**config.mk**
```make
export PLATFORM = sky130hd
export DESIGN_NAME = mips_core
export DESIGN_NICKNAME = d
export VERILOG_FILES = /design/src/source/isa_pkg.sv /design/src/source/core_pkg.sv /design/src/source/ctrl_decode.sv /design/src/source/alu.sv /design/src/source/reg_file.sv /design/src/source/mips_core.sv
export SDC_FILE = /design/constraint.sdc
export NUM_CORES = 2
export LEC_CHECK = 0
export ABC_AREA = 1
export BUFFER_PORTS_ARGS = -buffer_cell sky130_fd_sc_hd__buf_2
export CAP_MARGIN = 20
export CORE_ASPECT_RATIO = 1.2
export CORE_UTILIZATION = 50
export CTS_BUF_LIST = sky130_fd_sc_hd__clkbuf_16
export DETAILED_ROUTE_END_ITERATION = 10
export PLACE_DENSITY = 0.64
export SETUP_SLACK_MARGIN = 0.5
export SLEW_MARGIN = 20
export SYNTH_ARGS = -nofsm -noshare
export SYNTH_HDL_FRONTEND = slang
export SYNTH_HIERARCHICAL = 1
export SYNTH_SLANG_ARGS = --single-unit
```
**constraint.sdc**
```tcl
create_clock -name clk -period 84.2 [get_ports clk]
set_input_delay 4.21 -clock clk [delete_from_list [all_inputs] [get_ports clk]]
set_output_delay 4.21 -clock clk [all_outputs]
set_load 0.05 [all_outputs]
```
**src/source/isa_pkg.sv**
```systemverilog
`default_nettype none

package isa_pkg;

   typedef logic [31:0] word_t;      // data and address word
   typedef logic [4:0]  reg_addr_t;  // register index

   localparam word_t     RESET_PC   = 32'h0040_0000;
   localparam reg_addr_t LINK_REG   = 5'd31;  // jal destination
   localparam int        DMEM_WORDS = 2048;

   // instruction field positions (lsb of each field)
   localparam int OP_LSB = 26;
   localparam int RS_LSB = 21;
   localparam int RT_LSB = 16;
   localparam int RD_LSB = 11;
   localparam int SH_LSB = 6;
   localparam int FN_LSB = 0;

   //////////////////////////////////////////////////////////////////////
   // primary opcodes
   localparam logic [5:0] OP_RTYPE = 6'h00;
   localparam logic [5:0] OP_J     = 6'h02;
   localparam logic [5:0] OP_JAL   = 6'h03;
   localparam logic [5:0] OP_BEQ   = 6'h04;
   localparam logic [5:0] OP_BNE   = 6'h05;
   localparam logic [5:0] OP_ADDI  = 6'h08;
   localparam logic [5:0] OP_ADDIU = 6'h09;
   localparam logic [5:0] OP_SLTI  = 6'h0a;
   localparam logic [5:0] OP_SLTIU = 6'h0b;
   localparam logic [5:0] OP_ANDI  = 6'h0c;
   localparam logic [5:0] OP_ORI   = 6'h0d;
   localparam logic [5:0] OP_XORI  = 6'h0e;
   localparam logic [5:0] OP_LUI   = 6'h0f;
   localparam logic [5:0] OP_LW    = 6'h23;
   localparam logic [5:0] OP_SW    = 6'h2b;

   //////////////////////////////////////////////////////////////////////
   // function codes, valid with OP_RTYPE
   localparam logic [5:0] FN_SLL  = 6'h00;
   localparam logic [5:0] FN_SRL  = 6'h02;
   localparam logic [5:0] FN_SRA  = 6'h03;
   localparam logic [5:0] FN_JR   = 6'h08;
   localparam logic [5:0] FN_ADD  = 6'h20;
   localparam logic [5:0] FN_ADDU = 6'h21;
   localparam logic [5:0] FN_SUB  = 6'h22;
   localparam logic [5:0] FN_SUBU = 6'h23;
   localparam logic [5:0] FN_AND  = 6'h24;
   localparam logic [5:0] FN_OR   = 6'h25;
   localparam logic [5:0] FN_XOR  = 6'h26;
   localparam logic [5:0] FN_NOR  = 6'h27;
   localparam logic [5:0] FN_SLT  = 6'h2a;
   localparam logic [5:0] FN_SLTU = 6'h2b;

endpackage

`default_nettype wire

```
**src/source/core_pkg.sv**
```systemverilog
`default_nettype none

package core_pkg;

   // alu function select
   typedef enum logic [3:0] {
      ALU_ADD  = 4'd0,
      ALU_SUB  = 4'd1,
      ALU_AND  = 4'd2,
      ALU_OR   = 4'd3,
      ALU_XOR  = 4'd4,
      ALU_NOR  = 4'd5,
      ALU_SLT  = 4'd6,
      ALU_SLTU = 4'd7,
      ALU_SLL  = 4'd8,
      ALU_SRL  = 4'd9,
      ALU_SRA  = 4'd10,
      ALU_LUI  = 4'd11
   } alu_op_t;

   // register write-back source
   typedef enum logic [1:0] {
      WB_ALU  = 2'd0,
      WB_MEM  = 2'd1,
      WB_LINK = 2'd2   // return address for jal
   } wb_sel_t;

   // destination register field
   typedef enum logic [1:0] {
      DST_RD   = 2'd0,
      DST_RT   = 2'd1,
      DST_LINK = 2'd2
   } dst_sel_t;

   // next pc source
   typedef enum logic [1:0] {
      PC_SEQ    = 2'd0,
      PC_BRANCH = 2'd1,
      PC_JUMP   = 2'd2,
      PC_REG    = 2'd3
   } pc_sel_t;

endpackage

`default_nettype wire

```
**src/source/ctrl_decode.sv**
```systemverilog
`default_nettype none
`timescale 1ns/1ps

module ctrl_decode (
   input  logic [5:0]          opcode,
   input  logic [5:0]          funct,
   input  logic                zero,
   output core_pkg::alu_op_t   alu_op,
   output logic                alu_src_imm,
   output logic                sign_ext,
   output logic                shift_imm,
   output core_pkg::dst_sel_t  dst_sel,
   output core_pkg::wb_sel_t   wb_sel,
   output logic                reg_write,
   output logic                mem_write,
   output core_pkg::pc_sel_t   pc_sel
);
   import isa_pkg::*;
   import core_pkg::*;

   always_comb begin
      // defaults give a no-op
      alu_op      = ALU_ADD;
      alu_src_imm = 1'b0;
      sign_ext    = 1'b1;
      shift_imm   = 1'b0;
      dst_sel     = DST_RD;
      wb_sel      = WB_ALU;
      reg_write   = 1'b0;
      mem_write   = 1'b0;
      pc_sel      = PC_SEQ;

      case (opcode)
         OP_RTYPE: begin
            reg_write = 1'b1;
            case (funct)
               FN_ADD, FN_ADDU: alu_op = ALU_ADD;
               FN_SUB, FN_SUBU: alu_op = ALU_SUB;
               FN_AND:          alu_op = ALU_AND;
               FN_OR:           alu_op = ALU_OR;
               FN_XOR:          alu_op = ALU_XOR;
               FN_NOR:          alu_op = ALU_NOR;
               FN_SLT:          alu_op = ALU_SLT;
               FN_SLTU:         alu_op = ALU_SLTU;
               FN_SLL, FN_SRL, FN_SRA: begin
                  shift_imm = 1'b1;  // amount from shamt field
                  if (funct == FN_SLL)
                     alu_op = ALU_SLL;
                  else if (funct == FN_SRL)
                     alu_op = ALU_SRL;
                  else
                     alu_op = ALU_SRA;
               end
               FN_JR: begin
                  reg_write = 1'b0;
                  pc_sel    = PC_REG;
               end
               default:         reg_write = 1'b0;  // unknown funct
            endcase
         end

         OP_ADDI, OP_ADDIU, OP_SLTI, OP_SLTIU, OP_ANDI, OP_ORI, OP_XORI, OP_LUI: begin
            alu_src_imm = 1'b1;
            dst_sel     = DST_RT;
            reg_write   = 1'b1;
            sign_ext    = !(opcode inside {OP_ANDI, OP_ORI, OP_XORI});  // logic ops zero-extend
            case (opcode)
               OP_SLTI:  alu_op = ALU_SLT;
               OP_SLTIU: alu_op = ALU_SLTU;
               OP_ANDI:  alu_op = ALU_AND;
               OP_ORI:   alu_op = ALU_OR;
               OP_XORI:  alu_op = ALU_XOR;
               OP_LUI:   alu_op = ALU_LUI;
               default:  alu_op = ALU_ADD;
            endcase
         end

         OP_LW: begin
            alu_src_imm = 1'b1;
            dst_sel     = DST_RT;
            wb_sel      = WB_MEM;
            reg_write   = 1'b1;
         end
         OP_SW: begin
            alu_src_imm = 1'b1;  // base + offset
            mem_write   = 1'b1;
         end

         OP_BEQ, OP_BNE: begin
            alu_op = ALU_SUB;  // compare rs with rt
            if (zero == (opcode == OP_BEQ))
               pc_sel = PC_BRANCH;
         end

         OP_J:   pc_sel = PC_JUMP;
         OP_JAL: begin
            pc_sel    = PC_JUMP;
            dst_sel   = DST_LINK;
            wb_sel    = WB_LINK;
            reg_write = 1'b1;
         end

         default: ;  // unknown opcode stays a no-op
      endcase
   end

endmodule

`default_nettype wire

```
**src/source/alu.sv**
```systemverilog
`default_nettype none
`timescale 1ns/1ps

module alu (
   input  isa_pkg::word_t     a,
   input  isa_pkg::word_t     b,
   input  core_pkg::alu_op_t  alu_op,
   output isa_pkg::word_t     result,
   output logic               zero
);
   import core_pkg::*;

   logic [4:0] sh_amt;

   assign sh_amt = a[4:0];  // shifts use low five bits only

   always_comb begin
      case (alu_op)
         ALU_ADD:  result = a + b;
         ALU_SUB:  result = a - b;
         ALU_AND:  result = a & b;
         ALU_OR:   result = a | b;
         ALU_XOR:  result = a ^ b;
         ALU_NOR:  result = ~(a | b);
         ALU_SLT:  result = {31'd0, $signed(a) < $signed(b)};
         ALU_SLTU: result = {31'd0, a < b};
         ALU_SLL:  result = b << sh_amt;
         ALU_SRL:  result = b >> sh_amt;
         ALU_SRA:  result = $signed(b) >>> sh_amt;  // sign fill
         ALU_LUI:  result = {b[15:0], 16'h0000};
         default:  result = a + b;
      endcase
   end

   // branch compare relies on this after ALU_SUB
   assign zero = (result == '0);

endmodule

`default_nettype wire

```
**src/source/reg_file.sv**
```systemverilog
`default_nettype none
`timescale 1ns/1ps

module reg_file (
   input  logic               clk,
   input  logic               rst,
   input  logic               we,
   input  isa_pkg::reg_addr_t raddr1,
   input  isa_pkg::reg_addr_t raddr2,
   input  isa_pkg::reg_addr_t waddr,
   input  isa_pkg::word_t     wdata,
   output isa_pkg::word_t     rdata1,
   output isa_pkg::word_t     rdata2
);
   import isa_pkg::*;

   word_t regs [1:31];  // no storage behind r0

   always_ff @(posedge clk or posedge rst) begin
      if (rst) begin
         for (int i = 1; i < 32; i++)
            regs[i] <= '0;
      end else if (we && waddr != '0) begin
         regs[waddr] <= wdata;
      end
   end

   // combinational read, r0 hard-wired to zero
   assign rdata1 = (raddr1 == '0) ? '0 : regs[raddr1];
   assign rdata2 = (raddr2 == '0) ? '0 : regs[raddr2];

endmodule

`default_nettype wire

```
**src/source/mips_core.sv**
```systemverilog
`default_nettype none
`timescale 1ns/1ps

module mips_core (
   input  logic           clk,
   input  logic           rst,
   input  isa_pkg::word_t instr,
   output isa_pkg::word_t pc,
   input  isa_pkg::word_t mem_rdata,
   output logic           mem_write,
   output isa_pkg::word_t mem_addr,
   output isa_pkg::word_t mem_wdata
);
   import isa_pkg::*;
   import core_pkg::*;

   logic [5:0] opcode;
   logic [5:0] funct;
   logic [4:0] shamt;
   logic [15:0] imm16;
   reg_addr_t  rs_addr, rt_addr, rd_addr, wr_addr;
   word_t      rs_data, rt_data, wb_data;
   word_t      imm_ext, br_off, alu_a, alu_b, alu_result;
   word_t      pc_plus4, pc_plus8, br_target, jmp_target, next_pc;
   logic       zero, alu_src_imm, sign_ext, shift_imm, reg_write, store_dec;
   alu_op_t    alu_op;
   dst_sel_t   dst_sel;
   wb_sel_t    wb_sel;
   pc_sel_t    pc_sel;

   assign opcode  = instr[OP_LSB +: 6];
   assign funct   = instr[FN_LSB +: 6];
   assign rs_addr = instr[RS_LSB +: 5];
   assign rt_addr = instr[RT_LSB +: 5];
   assign rd_addr = instr[RD_LSB +: 5];
   assign shamt   = instr[SH_LSB +: 5];
   assign imm16   = instr[15:0];

   ////////////////////////////////////////////////////////////////////
   // program counter and next-pc selection

   assign pc_plus4   = pc + 32'd4;
   assign pc_plus8   = pc + 32'd8;  // jal link value
   assign br_off     = {{14{imm16[15]}}, imm16, 2'b00};
   assign br_target  = pc_plus4 + br_off;
   assign jmp_target = {pc_plus4[31:28], instr[25:0], 2'b00};

   always_comb begin
      case (pc_sel)
         PC_BRANCH: next_pc = br_target;
         PC_JUMP:   next_pc = jmp_target;
         PC_REG:    next_pc = rs_data;  // jr
         default:   next_pc = pc_plus4;
      endcase
   end

   always_ff @(posedge clk or posedge rst) begin
      if (rst)
         pc <= RESET_PC;
      else
         pc <= next_pc;
   end

   ////////////////////////////////////////////////////////////////////
   // operands and write-back

   assign imm_ext = sign_ext ? {{16{imm16[15]}}, imm16} : {16'h0000, imm16};
   assign alu_a   = shift_imm ? {27'd0, shamt} : rs_data;
   assign alu_b   = alu_src_imm ? imm_ext : rt_data;

   always_comb begin
      case (dst_sel)
         DST_RT:   wr_addr = rt_addr;
         DST_LINK: wr_addr = LINK_REG;
         default:  wr_addr = rd_addr;
      endcase
      case (wb_sel)
         WB_MEM:  wb_data = mem_rdata;
         WB_LINK: wb_data = pc_plus8;
         default: wb_data = alu_result;
      endcase
   end

   assign mem_addr  = alu_result;  // base + offset
   assign mem_wdata = rt_data;
   assign mem_write = store_dec & ~rst;  // held off during reset

   ctrl_decode u_ctrl (
      .opcode      (opcode),
      .funct       (funct),
      .zero        (zero),
      .alu_op      (alu_op),
      .alu_src_imm (alu_src_imm),
      .sign_ext    (sign_ext),
      .shift_imm   (shift_imm),
      .dst_sel     (dst_sel),
      .wb_sel      (wb_sel),
      .reg_write   (reg_write),
      .mem_write   (store_dec),
      .pc_sel      (pc_sel)
   );

   alu u_alu (
      .a      (alu_a),
      .b      (alu_b),
      .alu_op (alu_op),
      .result (alu_result),
      .zero   (zero)
   );

   reg_file u_rf (
      .clk    (clk),
      .rst    (rst),
      .we     (reg_write),
      .raddr1 (rs_addr),
      .raddr2 (rt_addr),
      .waddr  (wr_addr),
      .wdata  (wb_data),
      .rdata1 (rs_data),
      .rdata2 (rt_data)
   );

endmodule

`default_nettype wire

```
Word level (Yosys, flattened, before mapping):

Cells that the tools add are included.

* flip-flop bits (word level): 1024

* add/subtract/negate cells: 5
* $lt $le $gt $ge: 6
* eq/ne operators: 46
* shifts and indexed selects: 3
* multiplexer cells: 35
* bitwise gates (word level): 9
* reductions and logical operators: 19

Operator list (number)
* bitwise mux 992 bit: 1
* one-hot mux 32 bit (11 select lines): 1
* binary-select mux 32 bit (select 5 bit): 2
* 2-to-1 mux 32 bit: 10
* demux 32 bit (select 5 bit): 1
* one-hot mux 32 bit (3 select lines): 1
* == test 6 bit (second input constant): 12
* adder 32 bit: 2
* less-than comparator 32 bit: 2
* one-hot mux 32 bit (2 select lines): 1
* == test 6 x 4 -> 1 bit (second input constant): 9
* adder 32 x 3 -> 32 bit (second input constant): 1
* adder 32 x 4 -> 32 bit (second input constant): 1
* AND 32 bit: 1
* logical NOT 32 bit: 1
* NOT 32 bit: 1
* bitwise OR 32 bit: 1
* one-hot mux 4 bit (8 select lines): 1
* left shift 32 x 5 -> 32 bit: 1
* >> shifter 32 x 5 -> 32 bit: 1
* >>> shifter 32 x 5 -> 32 bit: 1
* subtractor 32 bit: 1
* bitwise XOR 32 bit: 1
* == test 6 x 2 -> 1 bit (second input constant): 4
* 34 further kinds: 65

Depth between registers and ports, before layout:

* word-level depth: 15
* depth in mapped cells: 51
* gate-level depth less buffers: 44

Modules after synthesis:

The synthesis kept the hierarchy.

Modules (own cells, without submodules)
* reg_file: instances 1, cells each 8860, area an instance 57411.3 um2, seq. area each 24823.8 um2
* alu: instances 1, cells each 2195, area an instance 10772.8 um2, seq. area each 0.0 um2
* mips_core: instances 1, cells each 1119, area an instance 6214.7 um2, seq. area each 802.0 um2
* ctrl_decode: instances 1, cells each 90, area an instance 432.9 um2, seq. area each 0.0 um2

Worst setup path before layout:

Ideal clock, no wire load.

* path kind: input-to-output
* from: in instr[21]
* to: out mem_addr[0]
* data arrival time: 8785 ps
* slack: 71205 ps
* stages on the path: 31
* path through: buf_2 -> inv_2 -> clkbuf_1 -> clkbuf_1 -> nand2_1 -> nand3_1 -> nand2_1 -> nand2_1 -> nand2_1 -> inv_1 -> nand2_1 -> nand2_1 -> nand2_1 -> mux2_2 -> buf_2 -> inv_2 -> buf_2 -> buf_2 -> ha_1 -> buf_2 -> inv_1 -> nand2_1 -> nand3_2 -> nand3_1 -> nand2_1 -> nand2_1 -> nand2_1 -> nand2_1 -> nand3_1 -> nand3_1 -> a21boi_0

* elaborated cells on any way between the ends: 19
* classes of those cells: 2 x add/sub; 2 x order compare; 3 x shift; 6 x mux; 5 x bitwise; 1 x reduce/logical

RTL lines
* start: declaration: RTL line mips_core.sv:7 `input isa_pkg::word_t instr,`
* NOT 5 -> 6 bit (implied by the code): RTL line reg_file.sv:29 `assign rdata1 = (raddr1 == '0) ? '0 : regs[raddr1];`
* binary-select mux 32 bit (select 5 bit): RTL line reg_file.sv:29
* 2-to-1 mux 32 bit (implied by the code) (2 in a row): RTL line reg_file.sv:29
* 2-to-1 mux 32 bit (*): RTL line reg_file.sv:29
* via rs_data[3]: RTL line mips_core.sv:22 `word_t rs_data, rt_data, wb_data;`
* 2-to-1 mux 32 bit (*): RTL line mips_core.sv:68 `assign alu_a = shift_imm ? {27'd0, shamt} : rs_data;`
* via alu_a[3]: RTL line mips_core.sv:23 `word_t imm_ext, br_off, alu_a, alu_b, alu_result;`
* less-than comparator 32 bit (tied with other cells): RTL line alu.sv:26 `ALU_SLTU: result = {31'd0, a < b};`
* one-hot mux 32 bit (11 select lines) (*): RTL line alu.sv:18 `case (alu_op)`
* end: declaration: RTL line mips_core.sv:11 `output isa_pkg::word_t mem_addr,`

The timed path passes the listed nets; every way through them passes the cells marked *. The select of a mux whose other input is x is not followed.

Worst setup path in the final report:

* from: in instr[21]
* to: out mem_addr[22]

* elaborated cells on any way between the ends: 17
* classes of those cells: 2 x add/sub; 3 x shift; 6 x mux; 5 x bitwise; 1 x reduce/logical

RTL lines (RTL line)
* NOT 5 -> 6 bit (implied by the code): reg_file.sv:29
* binary-select mux 32 bit (select 5 bit): reg_file.sv:29
* 2-to-1 mux 32 bit (implied by the code) (2 in a row): reg_file.sv:29
* 2-to-1 mux 32 bit (*): reg_file.sv:29
* via rs_data[3]: mips_core.sv:22
* 2-to-1 mux 32 bit (*): mips_core.sv:68
* via alu_a[3]: mips_core.sv:23
* adder 32 bit (tied with other cells): alu.sv:19, alu.sv:31
* one-hot mux 32 bit (11 select lines) (*): alu.sv:18

Marks and branches as above.

==> impl_metrics.ini <==
[run_status]
outcome = finished clean

[global_route]
grt_usage_pct = 47.2
met2_usage_pct = 70.8
antenna_found_initial = 14
grt_max_degree = 168
grt_util_met3_pct = 12.7
first_global_vias = 77792
grt_overflow = 0
gr-max-usage-layer = met2
grt_pass1_wl_um = 527000
grt.met1_usage_pct = 57.7

[setup_path]
path_max_fanout = 87
cpMaxStageDelayCell = nand2_1
cpPeakStageDelay_ps = 650
critPathKind = in2out
crit_path_end_kind = output pin
required_ps = 79990
start_kind = input pin
cp_common_cell = nand2_1
crit_arrival_ps = 12170

[synthesis]
synth_nets = 12470
syn-cell-area_mm2 = 0.0748
ys_async_sr_fraction_pct = 100
synth_ff_type = dfrtp_1
synth_edf_count = 0
yosysUniqueCellTypes = 59
syn_inst = 12264
synth_area_per_cell_um2 = 6.10
ys_warn_count = 6
yosys_register_bits = 1024
yosysSeqAreaShare_pct = 34.2

[cells_and_area]
multi_input_area_mm2 = 0.0411
regArea_mm2 = 0.0256
nets = 12127
area_delta_synth_final_pct = 7.02
layout-drive-gt1-share_pct = 6.14
final_util_pct = 53.9
finish.instance_area_mm2 = 0.0801
fillers = 15127

[routing]
drc = 0
routed_wirelength_um = 366000
first_iter_violations = 12063
wl_per_cell_um = 26.2
vias = 84464
routed_via_density = 6.04
dr.pass1.iters = 8
antenna_left = 0

[place]
placed_cell_area_mm2 = 0.0766
hpwl_um = 237000
port_buffers = 162
gp_congestion = 1.07

[clock_network]
ctsHoldBuffers = 0
cts_setup_buffers = 0
cts_root_buf = clkbuf_16
cts-resized-gates = 0
clk_latency_ps = 780
cts_buffers = 108
clock_path_buffers = 3
h-tree-depth = 3
cts_sinks = 1024
tritoncts = done
clk_pin_slew_ps = 60

[power]
power_density_mw_per_mm2 = 23.3
leakagePower_nw = 40.7
ir_drop_mv = 0.0202

[sta]
period_minus_slack_ps = 16380
finalSetupViolations = 0
rsz0062_at_grt = false
fin_crit_sh_pct = 19.4
fmax_mhz = 61.1
whs_ps = 484
fin_setup_tns_ps = 0
skew_ps = 71.1
final_max_slew_viol_count = 0
max_slew_margin_pct = 14.1
final-hold-violation-count = 0
tightest_slew_ps = 1290

[min_path]
hold_path.class = reg2reg

[floorplan]
dieArea_mm2 = 0.151
die_y_um = 426
num_rows = 155
start_util_pct = 50.4
die_x_um = 355
core_mm2 = 0.149
pin_count = 163

[run]
maxCapViolations = 0
## worst max-delay path, delay by kind of cell
family	cells	cell delay, ps
buffers and inverters	10	3110
and+or+nand+nor	13	2560
adders and majority gates	1	500
AOI/OAI and AO/OA	3	1190
muxes	1	300
## synthesized netlist by cell type, drive strengths merged (23+ instances only)
cell | instances | area (µm²)
o21ai | 1171 | 5880
inv | 1340 | 5030
xor2 | 25 | 219
dfrtp | 1023 | 25600
buf | 236 | 1170
o211ai | 23 | 173
clkbuf | 558 | 2100
nand3 | 1624 | 8230
nor2 | 534 | 2170
ha | 137 | 1710
nand2 | 4965 | 18800
a21oi | 385 | 1930
nand4 | 43 | 282
nor3 | 45 | 265
## placed cells by master, fill, tap and decap left out, types with 41 or more instances in the layout
master	instances
a21oi_1	376
inv_1	1314
nand2_1	4888
o21ai_0	1057
buf_4	172
o21ai_1	106
nand3_1	1605
clkbuf_16	108
nand2_2	63
nor2_1	489
ha_1	137
nand4_1	41
buf_2	154
dfrtp_1	1023
## per-layer routing
metal | share of wire, % | vias up
met3 | 13 | 1511
met4 | 9.0 | 16
li1 | - | 37910
met5 | 0.041 | -
met1 | 36 | 39142
met2 | 43 | 5885
## final timing paths
path / start / end / slack [ps] / cells past startpoint
max in group asynchronous: rst / u_rf/regs[816]$_DFFE_PP0P_ / 76780 / 6
worst min register to register: u_rf/regs[692]$_DFFE_PP0P_ / u_rf/regs[692]$_DFFE_PP0P_ / 480 / 2
worst max-delay path: instr[21] / mem_addr[22] / 67820 / 28
min in group asynchronous: rst / u_rf/regs[103]$_DFFE_PP0P_ / 3490 / 2
worst max register to register: u_rf/regs[724]$_DFFE_PP0P_ / pc[18]$_DFF_PP0_ / 75370 / 38
worst min-delay path: u_rf/regs[692]$_DFFE_PP0P_ / u_rf/regs[692]$_DFFE_PP0P_ / 480 / 2
## cells by family after synthesis
family	share of synthesized area, %
compound gates	11.6
xor+xnor	0.328
fa+ha+maj	2.37
buf+inv	11.1
flops	34.2
mux	0.211
simple gates	40.2
## report_power, final
group	internal [W]	switching, W
clock network	0.000258	0.000220
logic	0.000189	0.000533
registers	0.000589	0.0000800
total	0.00104	0.000833
## flip-flops by register name, indices dropped and copies added (netlist names)
| name | cells |
|---|---|
| u_rf/regs | 992 |
| pc | 32 |
## stage by stage
step,setup slack (ps),instances,power [W]
finish,67820,13983,0.00187
global route,67870,13975,0.00196
floorplan,52080,12264,0.00112
detailed placement,68300,13771,0.00137
CTS,68290,13971,0.00184
global placement,68230,13771,0.00136
## layout make-up
type / count / share of cell area, %
multi-input cells: 9101 / 51.4
inverters: 1345 / 6.37
repair buffers: 341 / 2.90
well taps: 1962 / 3.07
diodes: 10 / 0.0312
clock inverters: 92 / 0.908
clock buffers: 108 / 3.37
flip-flops and latches: 1024 / 32.0
Note: power is estimated with default switching activity, not from simulation.
